File: config.mk
export PLATFORM = sky130hd
export DESIGN_NAME = snes_reader
export DESIGN_NICKNAME = d
export VERILOG_FILES = /design/src/logic/snes_pkg.sv /design/src/logic/snes_reader.sv /design/src/logic/button_regs.sv /design/src/logic/pad_shifter.sv /design/src/logic/pad_sequencer.sv
export VERILOG_INCLUDE_DIRS = /design/src /design/src/logic
export SDC_FILE = /design/constraint.sdc
export NUM_CORES = 1
export LEC_CHECK = 0
export BUFFER_PORTS_ARGS = -buffer_cell sky130_fd_sc_hd__buf_2
export CORE_UTILIZATION = 64
export DETAILED_ROUTE_END_ITERATION = 10
export GPL_TIMING_DRIVEN = 0
export PLACE_DENSITY = 0.85
export SLEW_MARGIN = 0
export SYNTH_ARGS = -nofsm -noshare
export SYNTH_HDL_FRONTEND = slang
export SYNTH_HIERARCHICAL = 1
export SYNTH_SLANG_ARGS = --single-unit
export TNS_END_PERCENT = 30
File: constraint.sdc
create_clock -name clk -period 2.75 [get_ports clk]
set_input_delay 0.275 -clock clk [delete_from_list [all_inputs] [get_ports clk]]
set_output_delay 0.275 -clock clk [all_outputs]
set_load 0.01 [all_outputs]
File: src/logic/snes_params.svh
`ifndef SNES_PARAMS_SVH
`define SNES_PARAMS_SVH

// --------------------------------------------------
// Pad timing
// --------------------------------------------------

// clk cycles per pad clock half period and per latch half
`define SNES_HALF_CLKS 4

// clk cycles from one frame start to the next
// Must exceed the frame, which is (2 + 2 * SNES_BITS) half periods plus commit
`define SNES_POLL_CLKS 200

// Bits shifted out of a pad per frame
`define SNES_BITS 16

// Buttons kept from each frame
`define SNES_BTNS 12

// --------------------------------------------------
// Register map (byte addresses)
// --------------------------------------------------

// Both pads with pad0 in the low field
`define SNES_ADDR_PADS 4'h0

// Completed frame count
`define SNES_ADDR_FRAMES 4'h4

`endif
File: src/logic/snes_pkg.sv
`default_nettype none

`include "snes_params.svh"

package snes_pkg;

    // Button order matches shift order with b first
    typedef struct packed {
        logic r;
        logic l;
        logic x;
        logic a;
        logic right;
        logic left;
        logic down;
        logic up;
        logic start;
        logic select;
        logic y;
        logic b;
    } pad_buttons_t;

    // Set bit means pressed
    typedef union packed {
        logic [`SNES_BTNS-1:0] raw;
        pad_buttons_t          named;
    } pad_buttons_u;

    // AXI read response codes in use
    typedef enum logic [1:0] {
        OKAY   = 2'b00,
        SLVERR = 2'b10
    } axil_resp_e;

endpackage

`default_nettype wire

File: src/logic/snes_reader.sv
`timescale 1ns/1ps
`default_nettype none

module snes_reader (
    input  wire         clk,
    input  wire         aresetn,

    // AXI-Lite read address
    input  logic [3:0]  araddr,
    input  logic        arvalid,
    output logic        arready,

    // AXI-Lite read data
    output logic [31:0] rdata,
    output logic [1:0]  rresp,
    output logic        rvalid,
    input  logic        rready,

    // Pads, latch and clock shared
    output logic        pad_latch,
    output logic        pad_clk,
    input  logic        pad0_data,
    input  logic        pad1_data
);

    import snes_pkg::*;

    logic         sample;
    logic         commit;
    pad_buttons_u pad0_btns;
    pad_buttons_u pad1_btns;

    // --------------------------------------------------
    // Poll frame timing
    // --------------------------------------------------

    pad_sequencer u_seq (
        .clk       (clk),
        .aresetn   (aresetn),
        .pad_latch (pad_latch),
        .pad_clk   (pad_clk),
        .sample    (sample),
        .commit    (commit)
    );

    // --------------------------------------------------
    // One shifter per pad
    // --------------------------------------------------

    pad_shifter u_pad0 (
        .clk     (clk),
        .aresetn (aresetn),
        .data    (pad0_data),
        .sample  (sample),
        .commit  (commit),
        .buttons (pad0_btns)
    );

    pad_shifter u_pad1 (
        .clk     (clk),
        .aresetn (aresetn),
        .data    (pad1_data),
        .sample  (sample),
        .commit  (commit),
        .buttons (pad1_btns)
    );

    // --------------------------------------------------
    // Register block
    // --------------------------------------------------

    button_regs u_regs (
        .clk     (clk),
        .aresetn (aresetn),
        .commit  (commit),
        .pad0    (pad0_btns),
        .pad1    (pad1_btns),
        .araddr  (araddr),
        .arvalid (arvalid),
        .arready (arready),
        .rdata   (rdata),
        .rresp   (rresp),
        .rvalid  (rvalid),
        .rready  (rready)
    );

endmodule

`default_nettype wire

File: src/logic/button_regs.sv
`timescale 1ns/1ps
`default_nettype none

`include "snes_params.svh"

module button_regs (
    input  wire                    clk,
    input  wire                    aresetn,
    input  logic                   commit,
    input  snes_pkg::pad_buttons_u pad0,
    input  snes_pkg::pad_buttons_u pad1,
    input  logic [3:0]             araddr,
    input  logic                   arvalid,
    output logic                   arready,
    output logic [31:0]            rdata,
    output snes_pkg::axil_resp_e   rresp,
    output logic                   rvalid,
    input  logic                   rready
);

    import snes_pkg::*;

    localparam int PAD_PAD_W = 32 - 2 * `SNES_BTNS;

    logic         commit_q;
    pad_buttons_u pad0_q;
    pad_buttons_u pad1_q;
    logic [15:0]  frames_q;

    logic         ar_fire;
    logic         r_fire;
    logic [31:0]  rdata_d;
    axil_resp_e   rresp_d;

    // --------------------------------------------------
    // Snapshot store
    // --------------------------------------------------

    // Shifters present their new snapshot one cycle after commit
    always_ff @(posedge clk) begin
        if (!aresetn) begin
            commit_q <= 1'b0;
            pad0_q   <= '0;
            pad1_q   <= '0;
            frames_q <= '0;
        end else begin
            commit_q <= commit;
            if (commit_q) begin
                pad0_q   <= pad0;
                pad1_q   <= pad1;
                frames_q <= frames_q + 1'b1;
            end
        end
    end

    // --------------------------------------------------
    // Address decode
    // --------------------------------------------------

    always_comb begin
        rdata_d = '0;
        rresp_d = SLVERR;
        case (araddr)
            `SNES_ADDR_PADS: begin
                rdata_d = {{PAD_PAD_W{1'b0}}, pad1_q.raw, pad0_q.raw};
                rresp_d = OKAY;
            end
            `SNES_ADDR_FRAMES: begin
                rdata_d = {16'd0, frames_q};
                rresp_d = OKAY;
            end
            default: begin
                rdata_d = '0;
                rresp_d = SLVERR;
            end
        endcase
    end

    // --------------------------------------------------
    // Read handshake
    // --------------------------------------------------

    assign ar_fire = arvalid && arready;
    assign r_fire  = rvalid && rready;

    // One read in flight; AR is closed while R is pending
    always_ff @(posedge clk) begin
        if (!aresetn) begin
            rvalid  <= 1'b0;
            arready <= 1'b0;
        end else if (ar_fire) begin
            rvalid  <= 1'b1;
            arready <= 1'b0;
        end else if (r_fire) begin
            rvalid  <= 1'b0;
            arready <= 1'b1;
        end else begin
            arready <= !rvalid;
        end
    end

    // Held stable while the master stalls
    always_ff @(posedge clk) begin
        if (ar_fire) begin
            rdata <= rdata_d;
            rresp <= rresp_d;
        end
    end

endmodule

`default_nettype wire

File: src/logic/pad_shifter.sv
`timescale 1ns/1ps
`default_nettype none

`include "snes_params.svh"

module pad_shifter (
    input  wire                  clk,
    input  wire                  aresetn,
    input  logic                 data,
    input  logic                 sample,
    input  logic                 commit,
    output snes_pkg::pad_buttons_u buttons
);

    logic [`SNES_BITS-1:0] shift_q;

    // --------------------------------------------------
    // Serial capture
    // --------------------------------------------------

    // Pad data is active low; first bit ends up in position 0
    always_ff @(posedge clk) begin
        if (!aresetn) begin
            shift_q <= '0;
        end else if (commit) begin
            shift_q <= '0;
        end else if (sample) begin
            shift_q <= {~data, shift_q[`SNES_BITS-1:1]};
        end
    end

    // --------------------------------------------------
    // Snapshot
    // --------------------------------------------------

    // Upper bits carry no buttons and are dropped
    always_ff @(posedge clk) begin
        if (!aresetn) begin
            buttons.raw <= '0;
        end else if (commit) begin
            buttons.raw <= shift_q[`SNES_BTNS-1:0];
        end
    end

endmodule

`default_nettype wire

File: src/logic/pad_sequencer.sv
`timescale 1ns/1ps
`default_nettype none

`include "snes_params.svh"

module pad_sequencer (
    input  wire  clk,
    input  wire  aresetn,
    output logic pad_latch,
    output logic pad_clk,
    output logic sample,
    output logic commit
);

    localparam int FRAME_W = $clog2(`SNES_POLL_CLKS);
    localparam int PHASE_W = (`SNES_HALF_CLKS > 1) ? $clog2(`SNES_HALF_CLKS) : 1;
    localparam int HALF_W  = $clog2(2 * `SNES_BITS + 3);

    localparam logic [FRAME_W-1:0] FRAME_LAST = FRAME_W'(`SNES_POLL_CLKS - 1);
    localparam logic [PHASE_W-1:0] PHASE_LAST = PHASE_W'(`SNES_HALF_CLKS - 1);

    // Half periods 0 and 1 are the latch, then two per bit
    localparam logic [HALF_W-1:0] DATA_FIRST = HALF_W'(2);
    localparam logic [HALF_W-1:0] DATA_END   = HALF_W'(2 + 2 * `SNES_BITS);
    localparam logic [HALF_W-1:0] SAMPLE_END = HALF_W'(2 * `SNES_BITS);

    logic [FRAME_W-1:0] frame_cnt;
    logic [PHASE_W-1:0] phase;
    logic [HALF_W-1:0]  half;

    logic latch_d;
    logic pad_clk_d;
    logic sample_d;
    logic commit_d;

    // --------------------------------------------------
    // Frame position
    // --------------------------------------------------

    // Counters hold the position of the cycle being prepared
    always_ff @(posedge clk) begin
        if (!aresetn) begin
            frame_cnt <= '0;
            phase     <= '0;
            half      <= '0;
        end else if (frame_cnt == FRAME_LAST) begin
            frame_cnt <= '0;
            phase     <= '0;
            half      <= '0;
        end else begin
            frame_cnt <= frame_cnt + 1'b1;
            if (phase == PHASE_LAST) begin
                phase <= '0;
                // Saturates in the idle tail of long frames
                if (half != '1) begin
                    half <= half + 1'b1;
                end
            end else begin
                phase <= phase + 1'b1;
            end
        end
    end

    // --------------------------------------------------
    // Decode
    // --------------------------------------------------

    always_comb begin
        latch_d   = (half < DATA_FIRST);
        // Even half periods in the data window are low
        pad_clk_d = !((half >= DATA_FIRST) && (half < DATA_END) && !half[0]);
        // Last cycle of each odd half period including the final latch half
        sample_d  = (phase == PHASE_LAST) && half[0] && (half < SAMPLE_END);
        commit_d  = (phase == '0) && (half == SAMPLE_END);
    end

    // Registered so the pads see clean edges
    always_ff @(posedge clk) begin
        if (!aresetn) begin
            pad_latch <= 1'b0;
            pad_clk   <= 1'b1;
            sample    <= 1'b0;
            commit    <= 1'b0;
        end else begin
            pad_latch <= latch_d;
            pad_clk   <= pad_clk_d;
            sample    <= sample_d;
            commit    <= commit_d;
        end
    end

endmodule

`default_nettype wire

Word level (Yosys, flattened, before mapping)
Cells that the tools add are included.
{"block": "classes", "add_sub_neg": 4, "order_cmp": 4, "eq_ne": 5, "mux": 5, "n_bitwise": 3, "n_reduce_logical": 19}
{"cell": "$pmux W24 S2", "count": 1}
{"cell": "$add A16 B1 Y16 const B", "count": 1}
{"cell": "$lt A6 B6 Y1 const B", "count": 2}
{"cell": "$add A8 B1 Y8 const B", "count": 1}
{"cell": "$eq A8 B8 Y1 const B", "count": 1}
{"cell": "$reduce_or A2 Y1", "count": 4}
{"cell": "$logic_and A1 B1 Y1", "count": 7}
{"cell": "$add A6 B1 Y6 const B", "count": 1}
{"cell": "$eq A6 B6 Y1 const B", "count": 1}
{"cell": "$ge A6 B2 Y1 const B", "count": 1}
{"cell": "$lt A6 B2 Y1 const B", "count": 1}
{"cell": "$ne A6 B6 Y1 const B", "count": 1}
{"cell": "$eq A4 B3 Y1 const B", "count": 1}
{"cell": "$logic_not A4 Y1", "count": 1}
{"cell": "$logic_not A1 Y1", "count": 3}
{"cell": "$mux W1", "count": 3}
{"cell": "$not A1 Y1", "count": 3}
{"cell": "$reduce_or A3 Y1", "count": 1}
{"cell": "$add A2 B1 Y2 const B", "count": 1}
{"cell": "$eq A2 B2 Y1 const B", "count": 1}
{"cell": "$logic_not A2 Y1", "count": 1}
{"cell": "$mux W2", "count": 1}
{"cell": "$reduce_and A2 Y1", "count": 1}
{"cell": "$reduce_bool A2 Y1", "count": 1}
{"block": "totals", "register_bits": 153, "elab_cells": 59}

Depth between registers and ports, before layout
Gate-level depths: netlist (run 1).
{"block": "depth", "depth_word": 4, "mapped_depth": 5, "ltp_nobuf": 4}

By module
Netlist (run 1), hierarchy kept.
{"module": "button_regs", "instances": 1, "cells_each": 249, "area_per_inst_um2": 2796.4, "seq_area_each_um2": 1611.5}
{"module": "pad_shifter", "instances": 2, "cells_each": 92, "area_per_inst_um2": 1059.8, "seq_area_each_um2": 560.5}
{"module": "pad_sequencer", "instances": 1, "cells_each": 97, "area_per_inst_um2": 874.6, "seq_area_each_um2": 400.4}

Worst setup path before layout (run 1)
No wires, ideal clock.
{"block": "synth_path", "path_kind": "reg2reg", "from": "register u_seq.phase[0]", "to": "register u_seq.half[5]", "setup_time_ps": 133, "t_arrival_ps": 1241, "path_slack_ps": 1376, "path_stages_with_launch": 6, "path_buffers": 1, "synth_period_minus_slack_ps": 1374, "cell_sequence": "dfxtp_1 > ha_1 > clkbuf_1 > nand2_1 > a2111oi_0 > nor3b_1"}
{"block": "synth_via", "elab_chain_len": 2}
{"item": "from (decl)", "line_no": "pad_sequencer.sv:28", "source": "logic [PHASE_W-1:0] phase;"}
{"item": "from (signal assigned)", "line_no": "pad_sequencer.sv:59", "source": "phase <= phase + 1'b1;"}
{"item": "$eq A2 B2 Y1", "line_no": "pad_sequencer.sv:52", "source": "if (phase == PHASE_LAST) begin"}
{"item": "$reduce_and A2 Y1 (no line)"}
{"item": "to (signal assigned)", "line_no": "pad_sequencer.sv:56", "source": "half <= half + 1'b1;"}
{"item": "to (decl)", "line_no": "pad_sequencer.sv:29", "source": "logic [HALF_W-1:0] half;"}
No other way between the ends.
A chain may end at the register's enable or synchronous reset.

Worst setup path in the final report (run 1)
Same ends and word-level chain as after synthesis.

==> results of run 1 <==
==> critical path, stage by stage, from the launching register on <==
cell       delay, ns
dfxtp_1         0.36
ha_1            0.16
clkbuf_1        0.30
nand2_1         0.14
a2111oi_0       0.41
nor3b_1         0.10
==> what timing repair did <==
item                                    in CTS  in global routing
endpoints found under the setup margin       0                  0
endpoints found under the hold margin        2                  0
buffers inserted                             0                  0
hold buffers                                 2                  0
==> Yosys cell counts <==
master / count / area (sq um)
a2111oi_0: 1 / 8.76
a211oi_1: 3 / 22.5
a211oi_2: 2 / 25.0
a21oi_1: 6 / 30.0
a31oi_1: 1 / 6.26
and2_1: 11 / 68.8
and3_1: 3 / 18.8
and4_1: 2 / 17.5
and4_4: 2 / 22.5
buf_1: 1 / 3.75
buf_2: 7 / 35.0
buf_4: 14 / 105
buf_6: 11 / 124
clkbuf_1: 6 / 22.5
conb_1: 1 / 3.75
dfxtp_1: 119 / 2380
edfxtp_1: 25 / 751
ha_1: 6 / 75.1
inv_1: 9 / 33.8
inv_2: 1 / 3.75
mux2i_1: 100 / 1000
nand2_1: 15 / 56.3
nand2b_1: 5 / 31.3
nand2b_4: 2 / 27.5
nand3_1: 9 / 45.0
nand3_2: 2 / 20.0
nand4_1: 11 / 68.8
nand4b_1: 1 / 8.76
nor2_1: 90 / 338
nor2_2: 1 / 6.26
nor2b_1: 25 / 156
nor3_1: 4 / 20.0
nor3b_1: 3 / 22.5
o211a_1: 1 / 10.0
o211ai_1: 1 / 7.51
o21ai_0: 7 / 35.0
o21ai_1: 1 / 5.00
or3_1: 6 / 37.5
or3b_1: 1 / 8.76
or4_4: 1 / 11.3
xnor2_1: 4 / 35.0
xor2_1: 9 / 78.8
==> where the power goes <==
group / internal [mW] / total, mW / switching, mW
clock: 1.30 / 2.19 / 0.886
sequential: 2.17 / 2.18 / 0.0128
combinational: 0.0645 / 0.156 / 0.0915
==> sequential cells by signal (all words and copies together), names as in the netlist, 2 cells and up <==
register and flops:
u_seq/half 6, u_regs/pad1_q 12, u_pad1/shift_q 16, u_seq/phase 2, u_pad1/buttons 12, u_regs/pad0_q 12, u_pad0/buttons 12, u_regs/rdata 24
u_regs/frames_q 16, u_pad0/shift_q 16, u_seq/frame_cnt 8
==> how the worst min path moves through the flow <==
stage                                             start                               to  slack, ns  cells after the start
after floorplan                               pad0_data  u_pad0/shift_q[15]$_SDFFE_PP0P_       0.37                      1
after global routing                            arvalid       u_regs/rvalid$_SDFFE_PN0P_       0.04                      3
after global placement    u_seq/frame_cnt[0]$_SDFF_PP0_    u_seq/frame_cnt[0]$_SDFF_PP0_       0.43                      1
final                                            rready       u_regs/rvalid$_SDFFE_PN0P_       0.05                      3
after detailed placement  u_seq/frame_cnt[0]$_SDFF_PP0_    u_seq/frame_cnt[0]$_SDFF_PP0_       0.45                      1
after CTS                                        rready       u_regs/rvalid$_SDFFE_PN0P_       0.03                      3
==> layer usage <==
metal | up-vias | share of wire, % | routed length [um] | GRT usage [%]
li1 | 1931 | - | - | -
met1 | 1798 | 45 | 4810 | 27.9
met2 | 89 | 49 | 5200 | 40.1
met3 | 20 | 3.6 | 381 | 6.69
met4 | 0 | 1.9 | 201 | 9.53
met5 | - | 0 | 0 | 0
==> logic make-up (layout without fill, tap and decap cells) <==
family          Yosys count  count (layout)  share of synthesized area (%)
fa+ha+maj                 6               6                           1.30
flops                   144             144                           54.1
other cells               1               9                         0.0648
mux                     100             100                           17.3
buf+inv                  49             120                           5.66
simple gates            194             194                           17.0
compound gates           23              23                           2.59
xor+xnor                 13              13                           1.97
==> stage by stage <==
step | setup slack, ns | instances | instance area (sq um)
3_3_place_gp | 1.26 | 683 | 6140
5_1_grt | 0.977 | 717 | 6740
3_5_place_dp | 1.18 | 683 | 6140
2_1_floorplan | 1.38 | 538 | 5820
4_1_cts | 1.16 | 717 | 6740
6_report | 1.15 | 717 | 6740
==> layout make-up <==
class                           instances  area [sq um]  area share [%]
Sequential cell                       144          3130            46.5
Buffer                                 39           290            4.31
Inverter                               10          37.5           0.557
Timing Repair Buffer                   39           205            3.05
Multi-Input combinational cell        345          2360            35.0
Clock buffer                           18           418            6.20
Clock inverter                         14           156            2.32
Tap cell                              108           135            2.01
==> layout by cell type (no fill, tap or decap), types with 3 or more instances in the layout <==
cell type and count:
a211oi_1 3, a21oi_1 6, and2_1 11, and3_1 3
buf_2 44, buf_4 14, buf_6 11, clkbuf_1 7
clkbuf_16 16, clkinv_4 5, conb_1 9, dfxtp_1 119
edfxtp_1 25, ha_1 6, inv_1 9, inv_6 4
mux2i_1 100, nand2_1 15, nand2b_1 5, nand3_1 9
nand4_1 11, nor2_1 90, nor2b_1 25, nor3_1 4
nor3b_1 3, o21ai_0 7, or3_1 6, xnor2_1 4
xor2_1 9
==> summary.txt, run 1 <==
Timing
  • Fin Hold WS: roughly 0.050 ns
  • Final worst-path cycle share: between 50% and 60%
  • # setup viols final: 0
  • Tmin final: between 1.5 and 2 ns
  • Peak Freq: between 0.6 and 0.7 GHz
  • Headroom to the max-slew limit: 39.7%
  • TNS Setup: 0 ns
  • Clock Skews: 0.00697 ns
  • Least-Margin Pin Slew: 0.904 ns
  • Final Hold Viols: 0
  • Final slew viol count: 0
  • RSZ-0062 raised after global routing: false

Route
  • Average wire per standard cell: approximately 15 um
  • Final WL: around 11000 um
  • DRT iter0 DRCs: 121
  • Vias: 3838
  • Pre-antenna DRT Iters: 4
  • Antenna-violating nets left: 0
  • Vias/cell: about 5.4
  • # DRC: 0

Clocking
  • CTS Buf Count: 17
  • CTS Sinks: around 140
  • CTS clock-pin slew for the worst setup and hold paths: ~0.06 ns
  • PostCTS Resize Cnt: 0
  • CTS root buffer: clkbuf_8
  • CTS max path bufs: 2
  • H-Tree Depth: 4
  • Insertion delay to the later sink of the worst-skew pair: approximately 0.52 ns
  • CTS tree: done

Layout
  • Layout cell share with drive strength beyond 1: 18.2%
  • Fill cells: 533
  • Post-layout util: a little under 80%
  • Final-stage net count: between 600 and 700
  • Antenna fix cells: 0
  • Area delta synth->final: 16.3%

Placement
  • DP HPWL: approximately 6900 um
  • Port buffer count: 37
  • Final Wtd Congestion: approximately 0.83

Setup path
  • Crit path to: u_seq/half[5]$_SDFFE_PP0P_
  • CP Capture Type: register
  • Worst reg2reg path depth: 5
  • Reg2reg end: u_seq/half[5]$_SDFFE_PP0P_
  • CP arrival: 1.99 ns
  • Crit. Startpoint: u_seq/phase[0]$_SDFF_PP0_
  • FF-to-FF setup slack: approximately 1.2 ns
  • Crit Path Max Fanout: 9
  • Critical path class: reg -> reg
  • Worst R2R Start: u_seq/phase[0]$_SDFF_PP0_
  • WP data required: 3.14 ns
  • Critical Path Source Type: register

Min path
  • HP Class: in -> reg

Power and ir drop
  • Leak: around 2.5 nW
  • Total Power: approximately 4.5 mW
  • Pwr Density: about 670 mW/mm^2
  • Max VDD drop: ~0.0005 V

Global route
  • GRT Total Usage: roughly a quarter
  • Grt ovf: 0
  • Vias in the first global route: between 3000 and 4000
  • Initial antenna violation count: 0
  • Largest net degree at the start of global routing: 26
  • Global-route wire length before repair: around 18000 um

Synth
  • #FFs+latches synth: ~140
  • Syn Std Cell Area: between 0.005 and 0.006 sq mm
  • Yosys cell types: 42
  • Post-Synthesis Cells: 530
  • Yosys warns: 6
  • Sequential share of the synthesized area: around 54%
  • Syn Area/Cell: between 10 and 15 sq um

Floorplan
  • FP Rows: 34
  • Initial core utilization: around 66%
  • Core ar.: just under 0.009 sq mm
  • I/O pin count: 48
  • Die ar.: approximately 0.0094 sq mm
  • Die W: between 90 and 100 um
  • Die Span Y: around 100 um

Job
  • Max-cap violation count: 0

Status
  • Run status: completed
Note: power is estimated with default switching activity, not from simulation.
==> run 2, diff against run 1 <==
--- a/config.mk
+++ b/config.mk
@@ -7,10 +7,10 @@
 export NUM_CORES = 1
 export LEC_CHECK = 0
 export BUFFER_PORTS_ARGS = -buffer_cell sky130_fd_sc_hd__buf_2
-export CORE_UTILIZATION = 64
+export CORE_UTILIZATION = 53
 export DETAILED_ROUTE_END_ITERATION = 10
 export GPL_TIMING_DRIVEN = 0
-export PLACE_DENSITY = 0.85
+export PLACE_DENSITY = 0.75
 export SLEW_MARGIN = 0
 export SYNTH_ARGS = -nofsm -noshare
 export SYNTH_HDL_FRONTEND = slang
==> constraint.sdc (replaced) <==
create_clock -name clk -period 1.3 [get_ports clk]
set_input_delay 0.13 -clock clk [delete_from_list [all_inputs] [get_ports clk]]
set_output_delay 0.13 -clock clk [all_outputs]
set_load 0.01 [all_outputs]
==> summary.txt, run 2 (synthesis results as in run 1) <==
Status
  • Run status: finished with violations
  • Failing checks: setup timing

Power and ir drop
  • Switch share: 22.6% (+0.72 points)
  • Sequential Power Share: 48.3% (about the same)
  • Total Power: 9.56 mW (+110%)
  • Combinational share of power: 3.7% (+0.3 points)
  • Clock share of power: 48.0% (-0.4 points)
  • Pwr Density: 1380 mW/mm^2 (+110%)
  • P_int: 7.40 mW (+110%)
  • P_sw: 2.16 mW (+120%)
  • Leak: 2.54 nW (+1.1%)
  • Max VDD drop: 0.000846 V (+70%)

Layout
  • Final-stage net count: 618 (+0.98%)
  • Area delta synth->final: 19.5%
  • Largest Register: u_regs/rdata
  • Largest register FFs: 24 (unchanged)
  • Commonest non-fill, non-tap cell in the layout: dfxtp_1
  • Antenna fix cells: 0 (unchanged)
  • Layout cell share with drive strength beyond 1: 22.0% (+3.7 points)
  • Commonest cells after routing, fill and taps aside: 109 x dfxtp_1, 100 x mux2i_1, 89 x nor2_1
  • Final std cells w/o fill: 751 (+4.7%)

Clocking
  • CTS Sinks: 144 (unchanged)
  • CTS clock-pin slew for the worst setup and hold paths: 0.06 ns (about the same)
  • H-Tree Depth: 4 (unchanged)
  • CTS root buffer: clkbuf_8
  • CTS max path bufs: 2 (unchanged)
  • CTS Buf Count: 17 (unchanged)
  • Insertion delay to the later sink of the worst-skew pair: 0.51 ns (about the same)
  • CTS tree: done

Timing
  • Fin Hold WS: 0.0634 ns (+0.0130 ns)
  • Final worst-path cycle share: 103% (+45 points)
  • Clock Skews: 0.00835 ns (+0.00138 ns)
  • Worst setup margin: -0.0351 ns (-1.19 ns)
  • Final slew viol count: 0 (unchanged)
  • Tmin final: 1.34 ns (-0.261 ns)
  • # setup viols final: 1 (+1)
  • Peak Freq: 0.749 GHz (+20%)
  • TNS Setup: -0.0351 ns (-0.0351 ns)
  • RSZ-0062 raised after global routing: true
  • Final Hold Viols: 0 (unchanged)

Setup path
  • Crit. Startpoint: u_seq/half[2]$_SDFFE_PP0P_
  • Worst R2R Start: u_seq/half[2]$_SDFFE_PP0P_
  • Critical path class: reg -> reg
  • WP data required: 1.75 ns (-1.39 ns)
  • CP Capture Type: register
  • FF-to-FF setup slack: -0.04 ns (-1.19 ns)
  • Crit Path Max Fanout: 2 (-7)
  • CP arrival: 1.79 ns (-0.20 ns)
  • Critical Path Source Type: register

Route
  • Vias: 3811 (-0.70%)
  • Average wire per standard cell: 13.4 um (-9.1%)
  • Pre-antenna DRT Iters: 4 (unchanged)
  • DRT iter0 DRCs: 167 (+38%)
  • Vias/cell: 5.07 (-5.2%)
  • Final WL: 10100 um (-4.7%)
  • # DRC: 0 (unchanged)
  • Antenna-violating nets left: 0 (unchanged)

Placement
  • Placed cells: 711 (+4.1%)
  • DP HPWL: 6700 um (-2.7%)
  • Final Wtd Congestion: 0.814 (-2.0%)
  • Port buffer count: 37 (unchanged)

Global route
  • Largest net degree at the start of global routing: 26 (unchanged)
  • Vias in the first global route: 3695 (-3.7%)
  • Grt ovf: 0 (unchanged)
  • Initial antenna violation count: 0 (unchanged)
  • Global-route wire length before repair: 17300 um (-2.4%)
  • GRT Total Usage: 19.3% (-4.2 points)

Floorplan
  • Die W: 107 um (+9.7%)
  • I/O pin count: 48 (unchanged)
  • Initial core utilization: 55.3% (-11 points)
  • FP Rows: 37 (+8.8%)
  • Die Span Y: 107 um (+9.7%)
  • Die ar.: 0.0113 sq mm (+20%)
  • Core ar.: 0.0105 sq mm (+20%)

Min path
  • HP Class: in -> reg
  • Hold_sp: aresetn

Job
  • Max-cap violation count: 0 (unchanged)
run 2: layer usage:
layer,GRT usage (%),vias to the layer above,wire [um]
met3,5.09,16,378
met5,0,-,0
met4,7.93,0,136
li1,-,1951,-
met1,23.7,1766,4780
met2,32.2,78,4790
run 2: critical path, cell delays in order (launching register included):
cell	delay, ns
dfxtp_4	0.34
or4_4	0.52
or3_1	0.32
nand3_1	0.09
run 2: per-stage QoR:
stage               worst slack (ns)  utilization, %  instance area [sq um]
floorplan                    -0.0416               -                   5830
global placement              -0.200            59.1                   6180
detailed placement            -0.248            59.1                   6180
CTS                          -0.0252            65.6                   6870
global route                 -0.0865            66.1                   6920
finish                       -0.0351            66.1                   6920
run 2: power by group through the flow:
stage / Clock (mW) / Combinational, mW / Sequential (mW)
floorplan: 0 / 0.208 / 4.73
global placement: 0 / 0.316 / 4.71
detailed placement: 0 / 0.323 / 4.71
CTS: 4.68 / 0.349 / 4.61
global route: 4.89 / 0.391 / 4.62
finish: 4.59 / 0.351 / 4.62
run 2: path summary, 6_finish.rpt:
kind	endpoint	cells after the start
setup / recovery	u_seq/pad_clk$_SDFF_PN1_	3
hold / removal	u_seq/sample$_SDFF_PN0_	3
setup reg to reg	u_seq/pad_clk$_SDFF_PN1_	3
hold reg to reg	u_seq/frame_cnt[0]$_SDFF_PP0_	1
run 2: timing repair:
action,CTS,global route
setup buffers,3,0
setup endpoints to repair,47,60
gates resized for setup,19,14
pin swaps,5,3
hold buffers,5,0
cloned,0,1
hold endpoints to repair,4,0
run 2: final cells by class:
class / count / area, sq um
inverter: 10 / 41.3
clock inverter: 14 / 148
timing repair inverter: 1 / 7.51
clock buffer: 18 / 428
fill: 799 / 3540
multi-input combinational: 345 / 2400
buffer: 38 / 312
tap: 136 / 170
timing repair buffer: 45 / 258
sequential: 144 / 3150
